[config.mk]
export PLATFORM = sky130hd
export DESIGN_NAME = dbg_bridge_cfg
export DESIGN_NICKNAME = d
export VERILOG_FILES = /design/src/dbg_wb_pkg.sv /design/src/dbg_bridge_cfg.sv
export SDC_FILE = /design/constraint.sdc
export NUM_CORES = 1
export LEC_CHECK = 0
export BUFFER_PORTS_ARGS = -buffer_cell sky130_fd_sc_hd__clkbuf_2
export CAP_MARGIN = 20
export CELL_PAD_IN_SITES_DETAIL_PLACEMENT = 1
export CELL_PAD_IN_SITES_GLOBAL_PLACEMENT = 1
export CORE_MARGIN = 4
export CORE_UTILIZATION = 39
export CTS_CLUSTER_SIZE = 40
export DETAILED_ROUTE_END_ITERATION = 7
export PLACE_DENSITY_LB_ADDON = 0.1
export SLEW_MARGIN = 20
export SYNTH_ARGS = -nofsm -noshare
export SYNTH_HDL_FRONTEND = slang
export SYNTH_SLANG_ARGS = --single-unit
[constraint.sdc]
create_clock -name tck_i -period 2.8 [get_ports tck_i]
set_input_delay 0.28 -clock tck_i [delete_from_list [all_inputs] [get_ports tck_i]]
set_output_delay 0.28 -clock tck_i [all_outputs]
set_load 0.02 [all_outputs]
[src/dbg_wb_pkg.sv]
// Debug port to Wishbone bridge shared definitions
// Widths, access codes, request struct, FSM states and RAM geometry

package dbg_wb_pkg;

  ////////////////////////////////////////////////////////////////////
  // Widths
  ////////////////////////////////////////////////////////////////////

  localparam int ADDR_W    = 32;
  localparam int DATA_W    = 32;
  // One select bit per byte lane
  localparam int SEL_W     = DATA_W / 8;
  localparam int SIZE_W    = 3;
  localparam int ERR_CNT_W = 8;
  // Byte order bit sits above the error count
  localparam int STATUS_W  = ERR_CNT_W + 1;

  ////////////////////////////////////////////////////////////////////
  // Types
  ////////////////////////////////////////////////////////////////////

  // Byte address of a debug access
  typedef logic [ADDR_W-1:0]    dbg_addr_t;
  // Short write words are upper-justified
  typedef logic [DATA_W-1:0]    dbg_data_t;
  typedef logic [SEL_W-1:0]     dbg_sel_t;
  typedef logic [SIZE_W-1:0]    dbg_size_t;
  // Saturating bus error count
  typedef logic [ERR_CNT_W-1:0] err_cnt_t;

  // One debug request as presented on the TCK side
  typedef struct packed {
    dbg_addr_t addr;
    dbg_data_t wdata;
    dbg_size_t size;
    logic      rd_wrn;
  } dbg_req_t;

  // Wishbone cycle FSM
  typedef enum logic {
    WB_IDLE,
    WB_XFER
  } wb_state_e;

  // Access size codes, every other code is a full word
  localparam dbg_size_t SIZE_BYTE = 3'd1;
  localparam dbg_size_t SIZE_HALF = 3'd2;

  ////////////////////////////////////////////////////////////////////
  // Target RAM
  ////////////////////////////////////////////////////////////////////

  localparam int RAM_WORDS = 256;
  localparam int RAM_AW    = 8;
  // First byte address outside the RAM
  localparam dbg_addr_t RAM_LIMIT = dbg_addr_t'(RAM_WORDS * 4);

endpackage

[src/dbg_bridge_cfg.sv]
// Bridge configuration and status register in the TCK domain
// Holds the byte order bit and counts bus errors

`timescale 1ns/1ns

module dbg_bridge_cfg (
  input  logic                              tck_i,
  input  logic                              rst_i,
  input  logic                              cfg_wr_i,
  input  logic                              cfg_dat_i,
  input  logic                              done_err_i,
  output logic                              big_endian_o,
  output logic [dbg_wb_pkg::STATUS_W-1:0]   status_o
);
  import dbg_wb_pkg::*;

  err_cnt_t err_cnt;
  logic     cnt_full;

  ////////////////////////////////////////////////////////////////////
  // Byte order
  ////////////////////////////////////////////////////////////////////

  // Big endian out of reset
  always_ff @(posedge tck_i or posedge rst_i) begin
    if (rst_i) begin
      big_endian_o <= 1'b1;
    end else if (cfg_wr_i) begin
      big_endian_o <= cfg_dat_i;
    end
  end

  ////////////////////////////////////////////////////////////////////
  // Error counter
  ////////////////////////////////////////////////////////////////////

  // Counter sticks at its top value
  assign cnt_full = &err_cnt;

  // Any config write restarts the count
  always_ff @(posedge tck_i or posedge rst_i) begin
    if (rst_i) begin
      err_cnt <= '0;
    end else if (cfg_wr_i) begin
      err_cnt <= '0;
    end else if (done_err_i && !cnt_full) begin
      err_cnt <= err_cnt + 1'b1;
    end
  end

  // Bit 8 byte order, bits 7..0 error count
  assign status_o = {big_endian_o, err_cnt};

endmodule

Word-level counts from Yosys, hierarchy flattened
Cells that the tools add are included.

word-level totals
  register bits after elaboration = 9
  input port bits = 5
  word-level logic and storage cells = 9

cells by class
  add/subtract/negate cells = 1
  mux-type cells = 2
  reductions and logical operators = 4

operators by type and width
  kind                                                            count
  8-bit two-way mux                                               2
  8-bit by 1-bit adder with 8-bit output (second input constant)  1
  8-bit AND reduction                                             1
  2-bit nonzero test                                              1
  1-bit logical AND                                               1
  1-bit logical NOT                                               1

Longest topological paths before layout
Gate-level depths: netlist of run 1.

  word-level depth = 5
  depth in mapped cells = 4
  gate-level depth less buffers = 4

Worst setup path after synthesis of run 1
Ideal clock, no wire load.

  path kind = register -> register
  start = reg err_cnt[0]
  end = reg err_cnt[0]
  library setup time = 0.125 ns
  arrival time = 1.452 ns
  setup slack = 1.223 ns
  cell stages (with the launch flop) = 5
  path buffers = 0
  period minus slack after synthesis = 1.577 ns
  path through = dfrtp_1 > ha_1 > and4_4 > a21boi_2 > mux2_4

on the way
  cells in the longest elaborated chain, start to end = 4
  elaborated cells on any way between the ends = 7
  those cells by class = 1 x add/sub; 2 x mux; 4 x reduce/logical

ends and longest elaborated chain
  what                                                                                            RTL line              text
  start, declared                                                                                 dbg_bridge_cfg.sv:17  err_cnt_t err_cnt;
  start signal, assigned                                                                          dbg_bridge_cfg.sv:47  err_cnt <= err_cnt + 1'b1;
  parallel branches: the longest is 4 deep, another holds 8-bit by 1-bit adder with 8-bit output  -

Parallel ways; which one is timed is not known. The select of a mux whose other input is x is not followed.
A chain may end at the register's enable or synchronous reset.

Worst setup path after layout of run 1
Ends and elaborated chain as after synthesis.

==> out/results.env, run 1 <==
STATUS='completed'
SYNTH.DISTINCT_CELLS=27
AREAGROWTHSYNTHTOFINISH_PCT=18.8
FLOORPLAN.INITIALDENSITY=0.410
DIE_H_MICRONS=45.0
SLEW-LIMIT-HEADROOM=0.752
CTSLONGESTPATHBUFFERS=2
PORTION_OF_THE_CLOCK_CYCLE_CONSUMED_BY_THE_WORST_PATH_IN_THE_FINAL_LAYOUT=0.572
FIRST_GLOBAL_VIAS=456
CLOCK_TRANSITION_AT_THE_REGISTERS_OF_THE_REPORTED_PATHS_PS=60
FIRST_PASS_ITERS=4
MIN-DELAY-START='cfg_dat_i'
GLOBALROUTE.TOTALOVERFLOW=0
PIN_COUNT=15
CORE_SQ_MM=0.00130
NUM_ANTENNA_CELLS=0
HOLD_VIOL=0
MIN_DELAY_PATH_CLASS='input pin to flip-flop'
FMAX_GHz=0.625
GRT_SETUP_UNREPAIRED='false'
SYNTHTOPCELLSBYAREA='dfrtp_1, mux2_4, dfstp_2'
CTSHTREEMAXLEVEL=1
SYN-MEAN-INSTANCE-AREA_SQ_UM=10.1
COUNT_OF_NETS_AFTER_FINISHING=75
IO_BUFFERS=14
CTS_ROOT_BUF='clkbuf_4'
FINAL_SETUP_VIOLS=0
CLK_LATENCY_PS=260
POST_SYNTHESIS_CELL_COUNT=53
WHS_ENDPOINT='big_endian_o'
CTS_BUFFERS=3
CRITICAL_PATH.ENDPOINT_TYPE='flip-flop'
CP_DATA_REQUIRED_TIME_PS=2950
POWER_DENSITY_mW_PER_MM2=444
AVGROUTEDWIREPERCELL_MICRONS=15.2
DRCVIOLATIONCOUNT=0
FINAL_ANTENNA_NET_COUNT=0
CRIT_PATH_CELL_TRACE='ha_1 > and4_4 > a21boi_2 > mux2_4'
NFILLCELLS=162
TIMING.FINAL.CRIT_PERIOD_PS=1600
POST_SYNTH_TOP_AREA_CELL='dfrtp_1'
WORSTMARGINPINSLEW_PS=371
AVGVIACOUNTPERCELL=5.70
GRT_START_MAX_NET_PINS=13
SLOWEST_STAGE='dfrtp_1'
YOSYS_WARNINGS=0
MAPPEDNETLISTAREA_SQ_UM=533
FINALCLOCKSKEW_PS=1.68
YOSYSSEQAREASHARE=0.425
WORSTREG2REGEND='err_cnt[0]'
TOP_LAYER='met4'
CRITPATHMAXSTAGEDELAY_PS=450
PLACE.GP.CONGESTION=0.737
WORST-SETUP-PATH-TYPE='flip-flop to flip-flop'
CLOCK_TREE_FROM_TRITONCTS='built'
VIA_COUNT=473
SYNTH_TOP_CELL_AREA_SHARE=0.376
TIMING.SETUP.TNS_PS=0
FINALCOREUTILIZATION=0.487
LEAKAGE_nW=0.291
HOLD-PATH-CELL-COUNT=2
CTS_SETUP_BUFFERS=0
CRITPATHARRIVALTIME_PS=1750
WL_MICRONS=1260
GRT_ANTENNA_BEFORE_REPAIR=0
GR-USAGE-ALL-LAYERS=0.145
DIE_X_MICRONS=45.0
POSTCTSRESIZEDCELLS=0
TIMING.RR.START='err_cnt[0]'
WL_MET3_MICRONS=61
DP_HPWL_MICRONS=933
SYNTHESIZED_NETS=59
ROWS=13
DRV.MAX_CAP_VIOLATION_COUNT=0
DRT-INITIAL-DRC-COUNT=2
GLOBAL_ROUTE_WIRE_LENGTH_BEFORE_REPAIR_MICRONS=2120
DETAIL_ROUTE.WIRELENGTH.MET1_MICRONS=593
IR_WORST_VDD_uV=271
WORST-R2R-SETUP-SLACK_PS=1200
MET2_LENGTH_MICRONS=591
STARTPOINT_TYPES='flip-flop'
LAYOUT-DRIVE-GT1-SHARE=0.368
LARGEST_FANOUT_ON_THE_CRITICAL_PATH=7
CLOCK_SINK_COUNT=9
SYNTH-SEQ-CELLS=9
DIE_AREA_SQ_MM=0.00202
REG2REG_PATH_DEPTH=4
SLEW_VIOLATIONS=0
==> cell usage after synthesis (all sizes together) <==
library cell	number
and3	3
nand4	3
a311oi	1
nand2b	2
mux2i	1
a41oi	1
mux2	3
nor4b	1
dfstp	1
a21oi	4
nand3	3
nand2	1
and4	1
dfrtp	8
nor2b	2
nor2	3
inv	2
ha	1
a211oi	3
buf	4
a21boi	1
a31oi	1
nor3	3
==> flip-flops by register name, indices dropped and copies added (netlist names) <==
register,flops
err_cnt,8
big_endian_o,1
==> worst max path at each step <==
stage	startpoint	end	slack [ps]
floorplan	err_cnt[0]	err_cnt[0]	1220
detailed placement	err_cnt[0]	err_cnt[0]	1210
global placement	err_cnt[0]	err_cnt[0]	1260
finish	err_cnt[0]	err_cnt[0]	1200
global route	err_cnt[0]	err_cnt[0]	1140
CTS	err_cnt[0]	err_cnt[0]	1200
==> power breakdown <==
part           switching [mW]  internal [mW]  total (mW)
logic                  0.0216         0.0146      0.0361
clock network          0.0488         0.0551       0.104
registers             0.00586          0.135       0.141
==> layer usage <==
| metal | track usage | up-vias |
|---|---|---|
| li1 | - | 229 |
| met1 | 0.176 | 231 |
| met2 | 0.243 | 11 |
| met3 | 0.0398 | 2 |
| met4 | 0.0526 | 0 |
| met5 | 0 | - |
==> through the flow <==
| step | worst slack, ps | power, mW | std cells | hold WS [ps] | instance area (sq um) |
|---|---|---|---|---|---|
| 3_5_place_dp | 1210 | 0.179 | 78 | 247 | 597 |
| 3_3_place_gp | 1260 | 0.179 | 78 | 247 | 597 |
| 4_1_cts | 1200 | 0.284 | 83 | 244 | 633 |
| 2_1_floorplan | 1220 | 0.169 | 53 | 107 | 533 |
| 5_1_grt | 1140 | 0.296 | 83 | 256 | 633 |
| 6_report | 1200 | 0.281 | 83 | 244 | 633 |
==> worst max-delay path: cells and delay by family (launching register included) <==
family                   cells  cell delay [ps]
flip-flops                   1              450
AO/OA/AOI/OAI                1              190
adder cells (fa/ha/maj)      1              300
multiplexers                 1              320
AND/OR/NAND/NOR              1              230
==> cell type report <==
type,instances,area [sq um],area share
Clock buffer,4,26.3,0.0415
Inverter,2,7.51,0.0119
Multi-Input combinational cell,38,274,0.433
Sequential cell,9,226,0.358
Tap cell,15,18.8,0.0296
Timing Repair Buffer,15,80.1,0.126
==> kinds of logic after synthesis <==
family	count (synthesis)	share of synthesized area
muxes	4	0.0962
DFF	9	0.425
adders and majority gates	1	0.0235
and+or+nand+nor	22	0.242
buffers and inverters	6	0.0610
AOI/OAI and AO/OA	11	0.153
==> layout by cell type (no fill, tap or decap), drive strengths merged <==
| cell | Yosys | layout |
|---|---|---|
| clkbuf | 0 | 18 |
| dfrtp | 8 | 8 |
| a21oi | 4 | 4 |
| nand3 | 3 | 3 |
| a211oi | 3 | 3 |
| nand4 | 3 | 3 |
| nor3 | 3 | 3 |
| nor2 | 3 | 3 |
| and3 | 3 | 3 |
| mux2 | 3 | 3 |
| nor2b | 2 | 2 |
| nand2b | 2 | 2 |
| inv | 2 | 2 |
| nand2 | 1 | 1 |
| nor4b | 1 | 1 |
| and4 | 1 | 1 |
| a31oi | 1 | 1 |
| a21boi | 1 | 1 |
| mux2i | 1 | 1 |
| a41oi | 1 | 1 |
| a311oi | 1 | 1 |
| ha | 1 | 1 |
| dfstp | 1 | 1 |
| dlygate4sd3 | 0 | 1 |
==> repair_timing <==
item                                    CTS  global route
hold endpoints to repair                  8             0
hold buffers                              1             0
endpoints found under the setup margin    0             0
Power figures use the tool's default switching activity.
==> run 2, diff against run 1 <==
Settings changed: CORE_UTILIZATION 39 to 36.
Clock period 2.8 ns to 1.7 ns, I/O delays scaled along.
==> run 2 against run 1 <==
Via count fell by 1.3%. Cell count rose by 1.2%. Clock-buffer cell count did not move. Clock power rose by 63%. Die area rose by 6.8%. Core utilization fell by 1.2 points. Fmax rose by 1.2%. Register-to-register slack got worse by 1100 ps. First-iteration DRC count rose by 50%. Critical endpoint unchanged. Largest cell class unchanged. Largest power group unchanged.
==> out/results.env, run 2 (synthesis results as in run 1) <==
HOLD_VIOL=0
DPL.CELL_COUNT=79
CTS_BUFFERS=3
WL_MICRONS=1280
CP_DATA_REQUIRED_TIME_PS=1840
CLOCK_TRANSITION_AT_THE_REGISTERS_OF_THE_REPORTED_PATHS_PS=60
MIN_DELAY_PATH_CLASS='input pin to flip-flop'
FINAL_ANTENNA_NET_COUNT=0
SETUP_WS_PS=119
LAYOUT-DRIVE-GT1-SHARE=0.377
MULTI_INPUT_AREA_SQ_UM=274
LEAKAGE_nW=0.296
FINISH.CELL_COUNT_WITHOUT_FILLERS=84
SLEW-LIMIT-HEADROOM=0.761
GLOBALROUTE.TOTALOVERFLOW=0
FIRST_GLOBAL_VIAS=477
STATUS='completed'
CRITICAL_PATH.ENDPOINT_TYPE='flip-flop'
MIN-DELAY-START='cfg_dat_i'
CRIT_PATH_CELL_TRACE='ha_1 > and4_4 > a21boi_2 > mux2_4'
CTS-HOLD-FIX-BUFFERS=1
FINALCLOCKSKEW_PS=5.95
CLOCK_TREE_FROM_TRITONCTS='built'
WORST_PATH_DOMINANT_CELL_FAMILY='flip-flops'
SLOWEST_STAGE='dfrtp_1'
WORST-SETUP-PATH-TYPE='flip-flop to flip-flop'
FINAL_SETUP_VIOLS=0
LARGEST_REGISTER_FFS=8
DP_HPWL_MICRONS=935
WORST_SETUP_PATH_STARTPOINT='err_cnt[1]'
AVGROUTEDWIREPERCELL_MICRONS=15.3
VIA_COUNT=467
CTS_SETUP_BUFFERS=0
POSTCTSRESIZEDCELLS=0
FLOORPLAN.INITIALDENSITY=0.395
REGISTERS.TOP_BY_FF_COUNT='err_cnt'
DIE_H_MICRONS=46.5
CRITPATHMAXSTAGEDELAY_PS=440
CLK_LATENCY_PS=260
GLOBAL_ROUTE_WIRE_LENGTH_BEFORE_REPAIR_MICRONS=2140
GR-USAGE-ALL-LAYERS=0.142
CRITPATHBUFINV=0
TIMING.FINAL.CRIT_PERIOD_PS=1580
CTSLONGESTPATHBUFFERS=2
LAYOUT_TOP_REGISTERS='err_cnt x8, big_endian_o x1'
NFILLCELLS=166
GRT_START_MAX_NET_PINS=13
DESIGN_POWER_TOTAL_mW=0.466
POWER_DENSITY_mW_PER_MM2=727
NUM_ANTENNA_CELLS=0
SLEW_VIOLATIONS=0
PLACE_AREA_SQ_UM=604
CTS_ROOT_BUF='clkbuf_4'
ROWS=13
CORE_SQ_MM=0.00135
LARGEST_FANOUT_ON_THE_CRITICAL_PATH=6
GRT_SETUP_UNREPAIRED='false'
CLOCK_SINK_COUNT=9
TIMING.RR.START='err_cnt[1]'
POST-PLACE-WS_PS=132
IO_BUFFERS=14
LAYOUT_COMMON_CELLS='clkbuf_2, dfrtp_1'
FINAL_CELL_AREA_SQ_UM=641
AVGVIACOUNTPERCELL=5.56
FINAL.HOLD.WORST_SLACK_PS=148
PIN_COUNT=15
COMMONEST_NON_FILL_NON_TAP_CELL_IN_THE_LAYOUT='clkbuf_2'
PORTION_OF_THE_CLOCK_CYCLE_CONSUMED_BY_THE_WORST_PATH_IN_THE_FINAL_LAYOUT=0.930
DIE_X_MICRONS=46.5
FINALCOREUTILIZATION=0.475
GRT_ANTENNA_BEFORE_REPAIR=0
FIRST_PASS_ITERS=2
DRT-INITIAL-DRC-COUNT=3
WORSTMARGINPINSLEW_PS=358
DIE_AREA_SQ_MM=0.00216
AREAGROWTHSYNTHTOFINISH_PCT=20.2
DRCVIOLATIONCOUNT=0
CRITPATHARRIVALTIME_PS=1720
IR_WORST_VDD_uV=339
STARTPOINT_TYPES='flip-flop'
PLACE.GP.CONGESTION=0.734
FMAX_GHz=0.632
DRV.MAX_CAP_VIOLATION_COUNT=0
CTSHTREEMAXLEVEL=1
TIMING.SETUP.TNS_PS=0
REGAREA_SQ_UM=226
COUNT_OF_NETS_AFTER_FINISHING=76
## run 2: changes by cell type in the layout (fill, tap and decap cells not counted), sizes merged
cell / previous run / this run
buf: 0 / 1
## run 2: worst reg2reg max path, cell delays in order, from the launching register on
cell,delay (ps)
dfrtp_1,440
ha_1,280
and4_4,230
a21boi_2,200
mux2_4,320
## run 2: report_power, final
part | switching, mW | leakage [nW] | internal (mW)
clock network | 0.0787 | 0.0150 | 0.0906
logic | 0.0384 | 0.160 | 0.0270
registers | 0.00819 | 0.121 | 0.223
## run 2: routing by layer
layer | global-route usage | part of all wire
met2 | 0.206 | 0.45
met5 | 0 | 0
met4 | 0.0682 | 0
met1 | 0.194 | 0.49
met3 | 0.0352 | 0.063
## run 2: area by class of cell
type | count | area share
Tap cell | 15 | 0.0293
Timing Repair Buffer | 16 | 0.137
Inverter | 2 | 0.0117
Sequential cell | 9 | 0.354
Clock buffer | 4 | 0.0410
Multi-Input combinational cell | 38 | 0.428
## run 2: worst paths after layout
| check | end | slack (ps) | depth (start not counted) |
|---|---|---|---|
| setup reg to reg | err_cnt[0] | 120 | 4 |
| setup / recovery | err_cnt[0] | 120 | 4 |
| min in group asynchronous | err_cnt[5] | 400 | 3 |
| hold reg to reg | err_cnt[5] | 600 | 1 |
| hold / removal | big_endian_o | 150 | 2 |
| max in group asynchronous | big_endian_o | 1000 | 3 |
==> run 3, diff against run 2 <==
Settings changed: SLEW_MARGIN 20 to default.
Clock period 1.7 ns to 1.6 ns, I/O delays scaled along.
==> run 3 against run 2 <==
Setup slack better by 58 ps. Critical path depth unchanged. Global-route usage is 0.15 points lower. Sequential power grew 5%. Sequential cell count did not move. Non-clock buffer count up 2. Via count rose by 2.4%. Register-to-register slack better by 60 ps. Critical path type unchanged. Critical endpoint unchanged. Largest cell class unchanged. Largest power group unchanged. Highest routed layer is now met4.
==> out/results.env, run 3 (synthesis results as in run 1) <==
DIE_AREA_SQ_MM=0.00216
TIMING.FINAL.CRIT_PERIOD_PS=1420
COUNT_OF_NETS_AFTER_FINISHING=78
VIA_COUNT=478
MULTI_INPUT_AREA_SQ_UM=274
CTS-HOLD-FIX-BUFFERS=1
PORTION_OF_THE_CLOCK_CYCLE_CONSUMED_BY_THE_WORST_PATH_IN_THE_FINAL_LAYOUT=0.890
P_INT_mW=0.365
CLOCK_TREE_FROM_TRITONCTS='built'
CRITICAL_PATH.ENDPOINT_TYPE='flip-flop'
LARGEST_REGISTER_FFS=8
FMAX_GHz=0.702
WORSTREG2REGEND='err_cnt[0]'
WL_MICRONS=1300
HOLD_VIOL=0
WHS_ENDPOINT='big_endian_o'
FLOORPLAN.INITIALDENSITY=0.395
SHARE_SEQ_OF_TOTAL_POWER=0.484
FINAL_ANTENNA_NET_COUNT=0
FINALCLOCKSKEW_PS=0.786
POWER_DENSITY_mW_PER_MM2=763
CORE_SQ_MM=0.00135
AVGVIACOUNTPERCELL=5.56
DRV.MAX_CAP_VIOLATION_COUNT=0
WORSTMARGINPINSLEW_PS=352
CTSLONGESTPATHBUFFERS=2
REGISTERS.TOP_BY_FF_COUNT='err_cnt'
CLOCK_SINK_COUNT=9
CTS_BUFFERS=3
AVGROUTEDWIREPERCELL_MICRONS=15.1
GRT_SETUP_UNREPAIRED='false'
PIN_COUNT=15
POWER.CLOCK.FRACTION=0.362
REG2REG_PATH_DEPTH=4
POWER_FRAC_COMB=0.154
LEAKAGE_nW=0.307
IO_BUFFERS=14
WORST-SETUP-PATH-TYPE='flip-flop to flip-flop'
SLEW_VIOLATIONS=0
COMMONEST_NON_FILL_NON_TAP_CELL_IN_THE_LAYOUT='clkbuf_2'
POSTCTSRESIZEDCELLS=0
PLACE.GP.CONGESTION=0.744
MIN-DELAY-START='cfg_dat_i'
CTS_SETUP_BUFFERS=0
DESIGN_POWER_TOTAL_mW=0.500
SLEW-LIMIT-HEADROOM=0.765
NFILLCELLS=170
CLK_LATENCY_PS=260
STATUS='completed'
POWER_SWITCHING_SHARE=0.269
P_SW_mW=0.135
DP_HPWL_MICRONS=947
DIE_X_MICRONS=46.5
STARTPOINT_TYPES='flip-flop'
NUM_ANTENNA_CELLS=0
FINAL_SETUP_VIOLS=0
TIMING.RR.START='err_cnt[0]'
MIN_DELAY_PATH_CLASS='input pin to flip-flop'
LAYOUT_COMMON_CELLS='clkbuf_2, dfrtp_1'
TIMING.SETUP.TNS_PS=0
FIRST_GLOBAL_VIAS=494
CRITPATHARRIVALTIME_PS=1570
CLOCK_TRANSITION_AT_THE_REGISTERS_OF_THE_REPORTED_PATHS_PS=60
DIE_H_MICRONS=46.5
GRT_ANTENNA_BEFORE_REPAIR=0
ROWS=13
LARGEST_FANOUT_ON_THE_CRITICAL_PATH=4
FIRST_PASS_ITERS=2
HOLD-PATH-CELL-COUNT=2
IR_WORST_VDD_uV=374
LAYOUT-DRIVE-GT1-SHARE=0.394
AREAGROWTHSYNTHTOFINISH_PCT=23.0
DRCVIOLATIONCOUNT=0
CTSHTREEMAXLEVEL=1
GLOBALROUTE.TOTALOVERFLOW=0
GLOBAL_ROUTE_WIRE_LENGTH_BEFORE_REPAIR_MICRONS=2100
DRT-INITIAL-DRC-COUNT=4
WORST-R2R-SETUP-SLACK_PS=180
LAYOUT_TOP_REGISTERS='err_cnt x8, big_endian_o x1'
REGAREA_SQ_UM=226
CTS_ROOT_BUF='clkbuf_4'
GRT_START_MAX_NET_PINS=13
CP_DATA_REQUIRED_TIME_PS=1750
GR-USAGE-ALL-LAYERS=0.141
==> run 3: cell types whose count changed in the layout (fill, tap and decap cells not counted) <==
cell / delta
buf_4: +2
==> run 3: worst max path at each step <==
stage                from          to  slack (ps)  cells past startpoint
3_3_place_gp   err_cnt[0]  err_cnt[0]         230                      4
6_report       err_cnt[0]  err_cnt[0]         180                      4
4_1_cts        err_cnt[0]  err_cnt[0]         180                      4
2_1_floorplan  err_cnt[0]  err_cnt[0]          20                      4
5_1_grt        err_cnt[1]  err_cnt[6]         110                      5
3_5_place_dp   err_cnt[0]  err_cnt[0]         190                      4
==> run 3: worst max-delay path, cell delays in order (launching register included) <==
cell and delay, ps:
dfrtp_1 380, ha_1 220, and4_4 210, a21boi_2 190, mux2_4 310
==> run 3: power groups by stage <==
stage | Sequential (mW) | Combinational (mW) | Clock (mW)
4_1_cts | 0.242 | 0.0787 | 0.188
3_3_place_gp | 0.246 | 0.0752 | 0
5_1_grt | 0.243 | 0.0847 | 0.200
6_report | 0.242 | 0.0769 | 0.181
3_5_place_dp | 0.246 | 0.0759 | 0
2_1_floorplan | 0.259 | 0.0367 | 0
==> run 3: area by class of cell <==
type	instances	area share
inverter	2	0.0115
timing repair buffer	18	0.156
sequential	9	0.345
clock buffer	4	0.0401
multi-input combinational	38	0.418
tap	15	0.0286
==> run 3: layer usage <==
| metal | track usage | wire [microns] |
|---|---|---|
| met4 | 0.0852 | 13 |
| met5 | 0 | 0 |
| met2 | 0.214 | 591 |
| met1 | 0.176 | 627 |
| met3 | 0.0352 | 65 |
==> run 3: stage by stage <==
step           instances  hold WS (ps)  setup slack, ps  instance area (sq um)  utilization
2_1_floorplan         53         -12.8             23.1                    533            -
3_3_place_gp          81           131              226                    619        0.459
3_5_place_dp          81           132              186                    619        0.459
4_1_cts               86           133              180                    656        0.486
5_1_grt               86           140              113                    656        0.486
6_report              86           133              176                    656        0.486
